===== src/hw/trap_defs.svh =====
// Shared constants for the trap unit: CSR addresses, ID values, timer offsets and delays.
`ifndef TRAP_DEFS_SVH
`define TRAP_DEFS_SVH

// Machine trap setup CSRs.
`define CSR_MSTATUS     12'h300
`define CSR_MISA        12'h301
`define CSR_MEDELEG     12'h302
`define CSR_MIDELEG     12'h303
`define CSR_MIE         12'h304
`define CSR_MTVEC       12'h305
`define CSR_MSTATUSH    12'h310

// Machine trap handling CSRs.
`define CSR_MIP         12'h344
`define CSR_MSCRATCH    12'h340
`define CSR_MEPC        12'h341
`define CSR_MCAUSE      12'h342
`define CSR_MTVAL       12'h343

// Machine information CSRs, all read-only.
`define CSR_MVENDORID   12'hF11
`define CSR_MARCHID     12'hF12
`define CSR_MIMPID      12'hF13
`define CSR_MHARTID     12'hF14
`define CSR_MCONFIGPTR  12'hF15

// Fixed ID values.
`define MARCHID_VALUE   32'd37
// Version 1.4.0, divider latency field 2.
`define MIMPID_VALUE    32'h0002_0140
// MXL 1 with I, M, A and C.
`define MISA_VALUE      32'h4000_1105

// Cycles of MIE high before interrupts are taken.
`define MIE_DELAY       2
// Timer interrupt bit and cause number.
`define TIMER_IRQ       7

// Timer word offsets.
`define MTIME_LO        2'd0
`define MTIME_HI        2'd1
`define MTIMECMP_LO     2'd2
`define MTIMECMP_HI     2'd3

`endif

===== src/hw/trap_pkg.sv =====
// Vector types shared by the trap unit RTL and its testbench; import where needed.
package trap_pkg;

    // Plain data word.
    typedef logic [31:0] xlen_t;

    // CSR address.
    typedef logic [11:0] csr_addr_t;

    // Halfword-aligned PC, bit 0 is implied zero.
    typedef logic [31:1] pc_t;

    // Trap vector base, bits 1 to 0 are implied zero.
    typedef logic [31:2] tvec_t;

    // Trap or interrupt number as stored in mcause.
    typedef logic [4:0] cause_t;

    // Interrupt bit vector, same layout as mip and mie.
    typedef logic [31:0] irq_vec_t;

endpackage


===== src/hw/trap_unit.sv =====
// Top of the machine-mode trap unit; connects arbiter, CSR file and timer at the commit point.
`timescale 1ns/1ps

module trap_unit import trap_pkg::*; #(
    // Value read from mhartid.
    parameter xlen_t hartid = 32'h0000_0000
) (
    input  logic         clk,
    input  logic         rst,

    // CSR access.
    input  csr_addr_t    csr_addr,
    input  logic         csr_we,
    input  xlen_t        csr_wdata,
    output xlen_t        csr_rdata,
    output logic         csr_exists,
    output logic         csr_rdonly,

    // Commit port.
    input  logic         retire_valid,
    input  logic         retire_trap,
    input  cause_t       retire_cause,
    input  pc_t          retire_pc,
    input  logic         mret,

    // External interrupt lines 16 to 31.
    input  logic [31:16] irq,

    // Timer word access.
    input  logic         timer_sel,
    input  logic         timer_we,
    input  logic [1:0]   timer_offset,
    input  xlen_t        timer_wdata,
    output xlen_t        timer_rdata,

    // Redirect info to the pipeline.
    output logic         exception,
    output tvec_t        trap_vector,
    output pc_t          ret_epc,
    output logic         mstatus_mie
);

    irq_vec_t irq_pending;
    irq_vec_t irq_enable_mask;
    logic     exception_is_irq;
    cause_t   exception_cause;
    logic     timer_irq;

    trap_arbiter u_arbiter (
        .clk              (clk),
        .rst              (rst),
        .irq              (irq),
        .timer_irq        (timer_irq),
        .irq_enable_mask  (irq_enable_mask),
        .mstatus_mie      (mstatus_mie),
        .retire_valid     (retire_valid),
        .retire_trap      (retire_trap),
        .retire_cause     (retire_cause),
        .irq_pending      (irq_pending),
        .exception        (exception),
        .exception_is_irq (exception_is_irq),
        .exception_cause  (exception_cause)
    );

    csr_file #(
        .hartid (hartid)
    ) u_csrs (
        .clk              (clk),
        .rst              (rst),
        .csr_addr         (csr_addr),
        .csr_we           (csr_we),
        .csr_wdata        (csr_wdata),
        .csr_rdata        (csr_rdata),
        .csr_exists       (csr_exists),
        .csr_rdonly       (csr_rdonly),
        .irq_pending      (irq_pending),
        .exception        (exception),
        .exception_is_irq (exception_is_irq),
        .exception_cause  (exception_cause),
        .exception_pc     (retire_pc),
        .mret             (mret),
        .irq_enable_mask  (irq_enable_mask),
        .trap_vector      (trap_vector),
        .ret_epc          (ret_epc),
        .mstatus_mie      (mstatus_mie)
    );

    mtime_timer u_timer (
        .clk          (clk),
        .rst          (rst),
        .timer_sel    (timer_sel),
        .timer_we     (timer_we),
        .timer_offset (timer_offset),
        .timer_wdata  (timer_wdata),
        .timer_rdata  (timer_rdata),
        .timer_irq    (timer_irq)
    );

endmodule


===== src/hw/mtime_timer.sv =====
// Machine timer; free-running 64-bit cycle counter with compare, accessed as 32-bit words.
`timescale 1ns/1ps
`include "trap_defs.svh"

module mtime_timer import trap_pkg::*; (
    input  logic       clk,
    input  logic       rst,

    // Word access port.
    input  logic       timer_sel,
    input  logic       timer_we,
    input  logic [1:0] timer_offset,
    input  xlen_t      timer_wdata,
    output xlen_t      timer_rdata,

    // Level interrupt, high while mtime >= mtimecmp.
    output logic       timer_irq
);

    logic [63:0] mtime;
    logic [63:0] mtimecmp;
    // Counter value for the next edge.
    logic [63:0] mtime_next;
    logic        wr_en;

    assign wr_en = timer_sel && timer_we;

    // Increment, then let a written half replace its part.
    always_comb begin
        mtime_next = mtime + 64'd1;
        if (wr_en && timer_offset == `MTIME_LO) begin
            mtime_next[31:0] = timer_wdata;
        end
        if (wr_en && timer_offset == `MTIME_HI) begin
            mtime_next[63:32] = timer_wdata;
        end
    end

    always_ff @(posedge clk) begin
        if (rst) begin
            mtime    <= '0;
            // Compare starts at the top so nothing fires.
            mtimecmp <= '1;
        end else begin
            mtime <= mtime_next;
            if (wr_en && timer_offset == `MTIMECMP_LO) begin
                mtimecmp[31:0] <= timer_wdata;
            end
            if (wr_en && timer_offset == `MTIMECMP_HI) begin
                mtimecmp[63:32] <= timer_wdata;
            end
        end
    end

    // Read mux.
    always_comb begin
        case (timer_offset)
            `MTIME_LO:    timer_rdata = mtime[31:0];
            `MTIME_HI:    timer_rdata = mtime[63:32];
            `MTIMECMP_LO: timer_rdata = mtimecmp[31:0];
            default:      timer_rdata = mtimecmp[63:32];
        endcase
    end

    assign timer_irq = (mtime >= mtimecmp);

endmodule


===== src/hw/csr_file.sv =====
// Machine-mode CSR file; holds trap state, decodes reads and applies trap entry and MRET.
`timescale 1ns/1ps
`include "trap_defs.svh"

module csr_file import trap_pkg::*; #(
    // Value read from mhartid.
    parameter xlen_t hartid = 32'h0000_0000
) (
    input  logic      clk,
    input  logic      rst,

    // CSR access from the pipeline.
    input  csr_addr_t csr_addr,
    input  logic      csr_we,
    input  xlen_t     csr_wdata,
    output xlen_t     csr_rdata,
    output logic      csr_exists,
    output logic      csr_rdonly,

    // Latched interrupt lines.
    input  irq_vec_t  irq_pending,

    // Trap entry from the arbiter.
    input  logic      exception,
    input  logic      exception_is_irq,
    input  cause_t    exception_cause,
    input  pc_t       exception_pc,

    // Return from trap.
    input  logic      mret,

    output irq_vec_t  irq_enable_mask,
    output tvec_t     trap_vector,
    output pc_t       ret_epc,
    output logic      mstatus_mie
);

    // Previous interrupt enable, restored by MRET.
    logic     mstatus_mpie;
    // Per-interrupt enables.
    irq_vec_t mie;
    // Trap vector base, direct mode only.
    tvec_t    mtvec;
    xlen_t    mscratch;
    pc_t      mepc;
    // Interrupt flag of mcause.
    logic     mcause_int;
    // Cause number of mcause.
    cause_t   mcause_num;

    // Pending lines are only visible where enabled.
    irq_vec_t mip;

    assign mip             = irq_pending & mie;
    assign irq_enable_mask = mie;
    assign trap_vector     = mtvec;
    assign ret_epc         = mepc;

    // Read decode.
    // Zero CSRs keep the default value.
    always_comb begin
        csr_exists = 1'b1;
        csr_rdonly = 1'b0;
        csr_rdata  = '0;
        case (csr_addr)
            `CSR_MSTATUS: begin
                // MPIE at bit 7, MIE at bit 3.
                csr_rdata = {24'b0, mstatus_mpie, 3'b0, mstatus_mie, 3'b0};
            end
            `CSR_MISA: begin
                csr_rdata = `MISA_VALUE;
            end
            `CSR_MEDELEG, `CSR_MIDELEG, `CSR_MSTATUSH, `CSR_MTVAL: begin
                // Hardwired zero, writes are dropped.
                csr_rdata = '0;
            end
            `CSR_MIE:      csr_rdata = mie;
            `CSR_MTVEC:    csr_rdata = {mtvec, 2'b00};
            `CSR_MIP:      csr_rdata = mip;
            `CSR_MSCRATCH: csr_rdata = mscratch;
            `CSR_MEPC:     csr_rdata = {mepc, 1'b0};
            `CSR_MCAUSE: begin
                csr_rdata = {mcause_int, 26'b0, mcause_num};
            end
            `CSR_MVENDORID, `CSR_MCONFIGPTR: begin
                csr_rdonly = 1'b1;
            end
            `CSR_MARCHID: begin
                csr_rdonly = 1'b1;
                csr_rdata  = `MARCHID_VALUE;
            end
            `CSR_MIMPID: begin
                csr_rdonly = 1'b1;
                csr_rdata  = `MIMPID_VALUE;
            end
            `CSR_MHARTID: begin
                csr_rdonly = 1'b1;
                csr_rdata  = hartid;
            end
            default: begin
                // Unimplemented address.
                csr_exists = 1'b0;
            end
        endcase
    end

    // Updates in priority order: reset, trap entry, CSR write, MRET.
    always_ff @(posedge clk) begin
        if (rst) begin
            mstatus_mie  <= 1'b0;
            mstatus_mpie <= 1'b0;
            mie          <= '0;
            mtvec        <= '0;
            mscratch     <= '0;
            mepc         <= '0;
            mcause_int   <= 1'b0;
            mcause_num   <= '0;
        end else if (exception) begin
            // Trap entry, stack the enable and record the cause.
            mstatus_mpie <= mstatus_mie;
            mstatus_mie  <= 1'b0;
            mepc         <= exception_pc;
            mcause_int   <= exception_is_irq;
            mcause_num   <= exception_cause;
        end else if (csr_we) begin
            // Read-only and unknown addresses fall through.
            case (csr_addr)
                `CSR_MSTATUS: begin
                    mstatus_mie  <= csr_wdata[3];
                    mstatus_mpie <= csr_wdata[7];
                end
                `CSR_MIE:      mie      <= csr_wdata;
                `CSR_MTVEC:    mtvec    <= csr_wdata[31:2];
                `CSR_MSCRATCH: mscratch <= csr_wdata;
                `CSR_MEPC:     mepc     <= csr_wdata[31:1];
                `CSR_MCAUSE: begin
                    mcause_int <= csr_wdata[31];
                    mcause_num <= csr_wdata[4:0];
                end
                default: ;
            endcase
        end else if (mret) begin
            // Restore the enable saved at trap entry.
            mstatus_mie <= mstatus_mpie;
        end
    end

endmodule


===== src/hw/trap_arbiter.sv =====
// Latches interrupt lines, applies the delayed enable and picks interrupt or trap per retire.
`timescale 1ns/1ps
`include "trap_defs.svh"

module trap_arbiter import trap_pkg::*; (
    input  logic        clk,
    input  logic        rst,

    // External lines 16 to 31 and the timer level.
    input  logic [31:16] irq,
    input  logic        timer_irq,

    // Enables from the CSR file.
    input  irq_vec_t    irq_enable_mask,
    input  logic        mstatus_mie,

    // Retiring instruction.
    input  logic        retire_valid,
    input  logic        retire_trap,
    input  cause_t      retire_cause,

    output irq_vec_t    irq_pending,
    output logic        exception,
    output logic        exception_is_irq,
    output cause_t      exception_cause
);

    // Next pending vector, lines placed at their mip bits.
    irq_vec_t pending_next;
    // History of mstatus.MIE, bit 0 is the newest.
    logic [`MIE_DELAY-1:0] mie_hist;
    // Pending and enabled.
    irq_vec_t irq_masked;
    logic     irq_hit;
    cause_t   irq_num;
    // Interrupts allowed this cycle.
    logic     irq_en;
    logic     take_irq;

    always_comb begin
        pending_next             = '0;
        pending_next[31:16]      = irq;
        pending_next[`TIMER_IRQ] = timer_irq;
    end

    // One cycle of latency from pin to pending.
    always_ff @(posedge clk) begin
        if (rst) begin
            irq_pending <= '0;
            mie_hist    <= '0;
        end else begin
            irq_pending <= pending_next;
            mie_hist[0] <= mstatus_mie;
            for (int i = 1; i < `MIE_DELAY; i++) begin
                mie_hist[i] <= mie_hist[i-1];
            end
        end
    end

    assign irq_masked = irq_pending & irq_enable_mask;
    assign irq_hit    = |irq_masked;

    // Scan downwards so the lowest set bit wins.
    always_comb begin
        irq_num = '0;
        for (int i = 31; i >= 0; i--) begin
            if (irq_masked[i]) begin
                irq_num = cause_t'(i);
            end
        end
    end

    // MIE must have held through the whole history.
    assign irq_en   = (&mie_hist) && mstatus_mie;
    assign take_irq = irq_hit && irq_en && retire_valid;

    // Interrupts override a synchronous trap.
    assign exception        = take_irq || (retire_valid && retire_trap);
    assign exception_is_irq = take_irq;
    assign exception_cause  = take_irq ? irq_num : retire_cause;

endmodule


===== config.mk =====
export PLATFORM = sky130hd
export DESIGN_NAME = trap_unit
export DESIGN_NICKNAME = d
export VERILOG_FILES = /design/src/hw/trap_pkg.sv /design/src/hw/trap_unit.sv /design/src/hw/mtime_timer.sv /design/src/hw/csr_file.sv /design/src/hw/trap_arbiter.sv
export VERILOG_INCLUDE_DIRS = /design/src /design/src/hw
export SDC_FILE = /design/constraint.sdc
export NUM_CORES = 1
export LEC_CHECK = 0
export BUFFER_PORTS_ARGS = -buffer_cell sky130_fd_sc_hd__buf_2
export CORE_MARGIN = 2
export CORE_UTILIZATION = 52
export DETAILED_ROUTE_END_ITERATION = 8
export PLACE_DENSITY = 0.79
export SLEW_MARGIN = 15
export SYNTH_ARGS = -nofsm -noshare
export SYNTH_HDL_FRONTEND = slang
export SYNTH_HIERARCHICAL = 1
export SYNTH_SLANG_ARGS = --single-unit

===== constraint.sdc =====
create_clock -name clk -period 2.35 [get_ports clk]
set_input_delay 0.1175 -clock clk [delete_from_list [all_inputs] [get_ports clk]]
set_output_delay 0.1175 -clock clk [all_outputs]
set_load 0.01 [all_outputs]

==> results of run 1 <==
==> synth_stat cells (12+ instances only) <==
cell type / n
a211oi_1: 65
a21oi_1: 137
a32oi_1: 21
and2_1: 12
and3_1: 16
buf_1: 17
buf_2: 13
buf_4: 28
clkbuf_1: 91
dfxtp_1: 280
ha_1: 65
inv_1: 106
mux2_2: 26
mux4_2: 30
nand2_1: 228
nand2b_1: 24
nand3_1: 97
nand4_1: 39
nor2_1: 84
nor2b_1: 25
nor3_1: 20
o211ai_1: 93
o21ai_0: 97
o21ai_1: 12
or3_1: 30
xnor2_1: 29
xor2_1: 28
==> kinds of logic (layout without fill, tap and decap cells) <==
group,Yosys count,in the layout,synth area share
mux,63,63,0.06756
fa+ha+maj,65,65,0.05130
flops,280,280,0.3536
buf+inv,264,703,0.07442
xor+xnor,57,57,0.03149
other cells,1,21,0.0002365
compound gates,508,508,0.2102
simple gates,639,639,0.2112
==> through the flow <==
stage	hold slack, ns	utilization	TNS [ns]	worst slack [ns]	cells
CTS	0.001337	0.6882	-5.518	-0.09325	2696
global placement	0.3316	0.6080	-0.1392	-0.1169	2522
detailed placement	0.3342	0.6080	-8.569	-0.1810	2522
finish	-0.006183	0.7213	-23.05	-0.3469	2726
floorplan	0.1891	-	-0.4037	-0.006757	1891
global route	0.02657	0.7210	-31.86	-0.4595	2723
==> what timing repair did <==
action                                  4_1_cts  5_1_grt
hold buffers                                114        1
cloned                                        1        9
endpoints found under the hold margin       274        1
setup buffers                                 2       16
endpoints found under the setup margin      133      153
gates resized for setup                      25      165
pin swaps                                     5       47
==> state kept, by name, indices dropped and copies added, names as in the netlist, 2 cells and up <==
name,count
u_arbiter/mie_hist,2
u_csrs/irq_enable_mask,32
u_csrs/ret_epc,31
u_timer/mtimecmp,64
u_arbiter/irq_pending,17
u_csrs/mscratch,32
u_csrs/trap_vector,30
u_timer/mtime,64
u_csrs/mcause_num,5
==> worst register-to-register path: cells and delay by family (launching register included) <==
family / cells / cell delay (ns)
compound gates: 5 / 1.36
simple gates: 3 / 0.52
buf+inv: 2 / 0.35
flops: 1 / 0.32
==> per-layer routing <==
layer / wire (microns) / up-vias
met3: 8170 / 514
met5: 50 / -
li1: - / 7674
met2: 28980 / 1583
met4: 5111 / 2
met1: 22020 / 8448
==> final cells by class <==
class,instances,area (sq um)
fill,2018,8304
tap,390,488.0
multi-input combinational,1347,9758
antenna,6,15.01
sequential,280,5609
inverter,106,397.9
clock inverter,15,225.2
timing repair buffer,540,4111
clock buffer,42,887.1
==> worst max-delay path by stage <==
stage / from / endpoint / cells after the start
final: u_csrs/irq_enable_mask[22]$_SDFFE_PP0P_ / u_csrs/trap_vector[13]$_SDFFE_PP0P_ / 10
after floorplan: u_arbiter/irq_pending[22]$_SDFF_PP0_ / u_csrs/irq_enable_mask[10]$_SDFFE_PP0P_ / 10
after detailed placement: u_arbiter/irq_pending[25]$_SDFF_PP0_ / u_csrs/mstatus_mie$_SDFFE_PP0P_ / 10
after global placement: u_arbiter/irq_pending[22]$_SDFF_PP0_ / u_csrs/mstatus_mie$_SDFFE_PP0P_ / 10
after CTS: u_csrs/irq_enable_mask[22]$_SDFFE_PP0P_ / exception / 7
after global routing: u_arbiter/irq_pending[20]$_SDFF_PP0_ / u_csrs/mscratch[18]$_SDFFE_PP0P_ / 10
==> power groups by stage <==
stage / combinational (mW) / clock, mW / sequential [mW]
floorplan: 0.631 / 0 / 5.09
global placement: 1.13 / 0 / 5.10
detailed placement: 1.16 / 0 / 5.10
CTS: 1.33 / 5.28 / 5.00
global route: 1.54 / 5.49 / 5.02
finish: 1.47 / 5.30 / 5.01
==> results.py, run 1 <==
metrics = {
    "outcome": {
        "status": "finished, violations left",
        "violations": "hold timing, setup timing",
    },
    "die": {
        "die_w_microns": 178.6,
        "row_count": 63,
        "io_pins": 267,
        "core_sq_um": 29800,
        "die_y_microns": 178.6,
        "initial_core_util": 0.5321,
        "die_area_sq_um": 31900,
    },
    "power_and_ir_drop": {
        "seqPwrFrac": 0.425,
        "ir_worst_vdd_uv": 670.2,
        "switchingPower_mw": 3.053,
        "swShare": 0.2592,
        "cellLeakagePower_nw": 9.190,
        "power.internal_mw": 8.728,
        "combPwrFrac": 0.125,
        "p_per_area_nw_per_um2": 548.2,
        "total_power_mw": 11.78,
        "power_frac_clock": 0.450,
    },
    "place": {
        "gp_congestion": 0.9295,
        "place_hpwl_microns": 39520,
        "port_buffers": 266,
        "placed_area_sq_um": 18110,
    },
    "sta": {
        "fin_ws_ns": -0.3469,
        "rsz0062_at_grt": "true",
        "setup_viol_count_final": 136,
        "maxSlewViolCount": 0,
        "finalCriticalPeriod_ns": 2.697,
        "tightest_slew_ns": 0.9896,
        "worst_hold_slack_ns": -0.006183,
        "finalCritPeriodShare": 1.148,
        "fmax_mhz": 370.8,
        "hold_violations": 1,
        "fin_skew_ns": 0.01337,
        "maxSlewHeadroom": 0.3386,
    },
    "critical_path": {
        "crit_path_max_fanout": 14,
        "critPathTopFamily": "compound AO/OA/AOI/OAI gates",
        "reg2reg_slack_ns": -0.35,
        "path_class": "reg -> reg",
        "r2r_end": "u_csrs/trap_vector[13]$_SDFFE_PP0P_",
        "reg2reg_depth": 10,
        "crit-reg2reg-launch": "u_csrs/irq_enable_mask[22]$_SDFFE_PP0P_",
        "worstPathCellList": "a22o_1 > nand2b_4 > o41a_4 > a21o_1 > nor2b_4 > nand3_4 > buf_6 > clkbuf_16 > o21ai_0 > a21oi_1",
        "cp.arrival_ns": 3.12,
        "cp.required_ns": 2.78,
        "slowest_stage": "o41a_4",
        "path_buf_inv": 2,
        "slowest_delay_ns": 0.45,
        "critPathLaunchType": "register",
        "endpoint_kind": "register",
    },
    "grt": {
        "overflow": 0,
        "antenna_found_initial": 5,
        "grt.met1_usage": 0.4230,
        "grtUsageMet2": 0.5689,
        "grtUsageMet3": 0.07566,
        "grt_pass1_wl_microns": 88910,
        "grt_pass1_vias": 16790,
        "grt_busiest_layer": "met2",
        "grt_usage": 0.3496,
        "grt_max_degree": 92,
    },
    "logic_synthesis": {
        "synth_warnings": 6,
        "syn_avg_cell_area_sq_um": 8.446,
        "ys_dominant_reg_cell": "dfxtp_1",
        "synth_cells": 1877,
        "ys_seq_elements": 280,
        "yosysTopAreaCellShare": 0.3536,
        "yosys-top-cells-area": "dfxtp_1 (35%), nand2_1 (5.4%), ha_1 (5.1%)",
        "yosys.area.top_type": "dfxtp_1",
        "yosysSeqAreaShare": 0.3536,
        "synthesis.area_sq_um": 15850,
        "synthArstFlopShare": 0,
        "ys_types": 87,
        "synth_edf_count": 0,
    },
    "clocking": {
        "cts.sinks": 280,
        "cts_buffers": 31,
        "clock_latency_ns": 0.57,
        "cts.clk_slew.worst_paths_ns": 0.07,
        "cts_tree": "yes",
        "htreeDepth": 1,
        "cts_buffer_depth": 3,
        "cts_root_buf": "clkbuf_16",
    },
    "worst_hold_path": {
        "hold_depth": 4,
        "hp-start": "mret",
        "hp-class": "in -> reg",
        "whs_endpoint": "u_csrs/mstatus_mie$_SDFFE_PP0P_",
    },
    "layout": {
        "drive_above_1_share": 0.2966,
        "nNetsFinal": 2509,
        "layout_commonest_cell": "dfxtp_1",
        "area_growth_syn_to_layout_pct": 35.56,
        "finalInstanceArea_sq_um": 21490,
        "final_cell_mix": "dfxtp_1 (277), buf_2 (264), nand2_1 (206)",
    },
    "drt": {
        "routed_via_density": 6.684,
        "drc": 0,
        "wire_per_inst_microns": 23.60,
        "vias": 18220,
        "drt_iter0_markers": 2852,
        "finalWirelength_microns": 64330,
        "ant_nets": 0,
        "first_pass_iters": 9,
    },
    "run": {
        "cap_violations": 0,
    },
}
No activity file was read; power rests on OpenSTA's default activity.
==> run 2: changes to the inputs <==
--- a/config.mk
+++ b/config.mk
@@ -12,2 +12,3 @@
 export DETAILED_ROUTE_END_ITERATION = 8
+export MAX_ROUTING_LAYER = met4
 export PLACE_DENSITY = 0.79
--- a/constraint.sdc
+++ b/constraint.sdc
@@ -3,2 +3,2 @@
 set_output_delay 0.1175 -clock clk [all_outputs]
-set_load 0.01 [all_outputs]
+set_load 0.005 [all_outputs]
==> results.py, run 2 (synthesized netlist as in run 1, its figures left out) <==
metrics = {
    "sta": {
        "finalCriticalPeriod_ns": 2.661,
        "hold_violations": 0,
        "setup_viol_count_final": 128,
        "fmax_mhz": 375.9,
        "rsz0062_at_grt": "true",
        "worst_hold_slack_ns": 0.02132,
        "fin_ws_ns": -0.3106,
        "fin_skew_ns": 0.02386,
        "tightest_slew_ns": 0.9313,
        "finalCritPeriodShare": 1.132,
        "maxSlewViolCount": 0,
        "finalSetupTns_ns": -16.18,
        "maxSlewHeadroom": 0.3791,
    },
    "die": {
        "io_pins": 267,
        "core_sq_um": 29800,
        "initial_core_util": 0.5321,
        "row_count": 63,
        "die_y_microns": 178.6,
        "die_area_sq_um": 31900,
        "die_w_microns": 178.6,
    },
    "grt": {
        "grt_usage": 0.3587,
        "grt_pass1_vias": 16570,
        "overflow": 0,
        "grt_max_degree": 98,
        "antenna_found_initial": 6,
        "grt_pass1_wl_microns": 88710,
    },
    "layout": {
        "multi_input_area_sq_um": 9444,
        "finalInstanceArea_sq_um": 21010,
        "layout_commonest_cell": "dfxtp_1",
        "area_growth_syn_to_layout_pct": 32.55,
        "final_cell_mix": "dfxtp_1 (275), buf_2 (264), nand2_1 (228)",
        "reg_top3": "u_timer/mtime (64), u_timer/mtimecmp (64)",
        "drive_above_1_share": 0.2712,
        "fillers": 2180,
        "nNetsFinal": 2499,
        "seqCellArea_sq_um": 5612,
        "final_core_util": 0.7053,
        "stdcell_count": 2715,
    },
    "clocking": {
        "cts.clk_slew.worst_paths_ns": 0.07,
        "cts_buffers": 31,
        "clock_latency_ns": 0.57,
        "cts_buffer_depth": 3,
        "cts_root_buf": "clkbuf_16",
        "htreeDepth": 1,
        "cts.sinks": 280,
        "cts_tree": "yes",
    },
    "critical_path": {
        "cp.required_ns": 2.79,
        "path_buf_inv": 1,
        "endpoint_kind": "register",
        "slowest_stage": "o41a_4",
        "startpoint": "u_arbiter/irq_pending[22]$_SDFF_PP0_",
        "cp.arrival_ns": 3.10,
        "reg2reg_slack_ns": -0.31,
        "crit_path_max_fanout": 16,
        "worstPathCellList": "a22o_1 > nand2b_4 > o41a_4 > a21o_1 > nor2b_4 > nand3_4 > clkbuf_16 > o21ai_0 > a21oi_2",
        "crit-reg2reg-launch": "u_arbiter/irq_pending[22]$_SDFF_PP0_",
        "critPathTopFamily": "compound AO/OA/AOI/OAI gates",
        "path_class": "reg -> reg",
        "critPathLaunchType": "register",
        "slowest_delay_ns": 0.44,
    },
    "power_and_ir_drop": {
        "cellLeakagePower_nw": 9.008,
        "ir_worst_vdd_uv": 603.7,
        "p_per_area_nw_per_um2": 551.7,
        "total_power_mw": 11.59,
    },
    "run": {
        "cap_violations": 0,
    },
    "drt": {
        "finalWirelength_microns": 61300,
        "vias": 17480,
        "drt_iter0_markers": 2500,
        "routed_via_density": 6.439,
        "first_pass_iters": 9,
        "ant_nets": 0,
        "wire_per_inst_microns": 22.58,
        "drc": 1,
    },
    "place": {
        "port_buffers": 266,
        "placed_area_sq_um": 18160,
        "gp_congestion": 0.9738,
        "place_hpwl_microns": 39560,
        "pre_cts_ws_ns": -0.09165,
        "placedCellCount": 2523,
    },
    "worst_hold_path": {
        "hp-start": "retire_cause[0]",
        "hp-class": "in -> reg",
    },
    "outcome": {
        "violations": "DRC, setup timing",
        "status": "finished, violations left",
    },
}
run 2: final timing paths:
path | end | cells after the start
setup / recovery | u_csrs/trap_vector[20]$_SDFFE_PP0P_ | 9
hold reg to reg | u_csrs/mscratch[24]$_SDFFE_PP0P_ | 2
hold / removal | u_csrs/mcause_num[0]$_SDFFE_PP0P_ | 5
setup reg to reg | u_csrs/trap_vector[20]$_SDFFE_PP0P_ | 9
run 2: layout make-up:
| type | count | share of cell area |
|---|---|---|
| well taps | 390 | 0.02322 |
| multi-input cells | 1347 | 0.4494 |
| clock buffers | 44 | 0.04400 |
| clock inverters | 12 | 0.008038 |
| inverters | 106 | 0.01893 |
| diodes | 6 | 0.0007145 |
| flip-flops and latches | 280 | 0.2670 |
| repair buffers | 530 | 0.1886 |
run 2: what timing repair did:
action | in CTS | in global routing
endpoints found under the hold margin | 277 | 0
hold buffers | 112 | 0
gates cloned | 2 | 8
endpoints found under the setup margin | 108 | 151
pin swaps | 35 | 24
resized for setup | 31 | 73
buffers inserted | 5 | 4
run 2: routing by layer:
metal,track usage,routed length (microns),up-vias
li1,-,-,7645
met1,0.4396,22520,8103
met2,0.5652,27310,1360
met3,0.06202,7390,374
met4,0.1904,4075,0
met5,-,0,-
run 2: power breakdown:
group | switching (mW) | internal [mW] | leakage [nW]
logic | 0.747 | 0.641 | 6.19
registers | 0.125 | 4.88 | 2.28
clock network | 2.04 | 3.16 | 0.538
total | 2.92 | 8.68 | 9.01
run 2: worst min-delay path: stages:
cell and delay (ns):
buf_2 0.10, nor2_1 0.10, a31oi_1 0.06, inv_1 0.07, a221oi_1 0.07
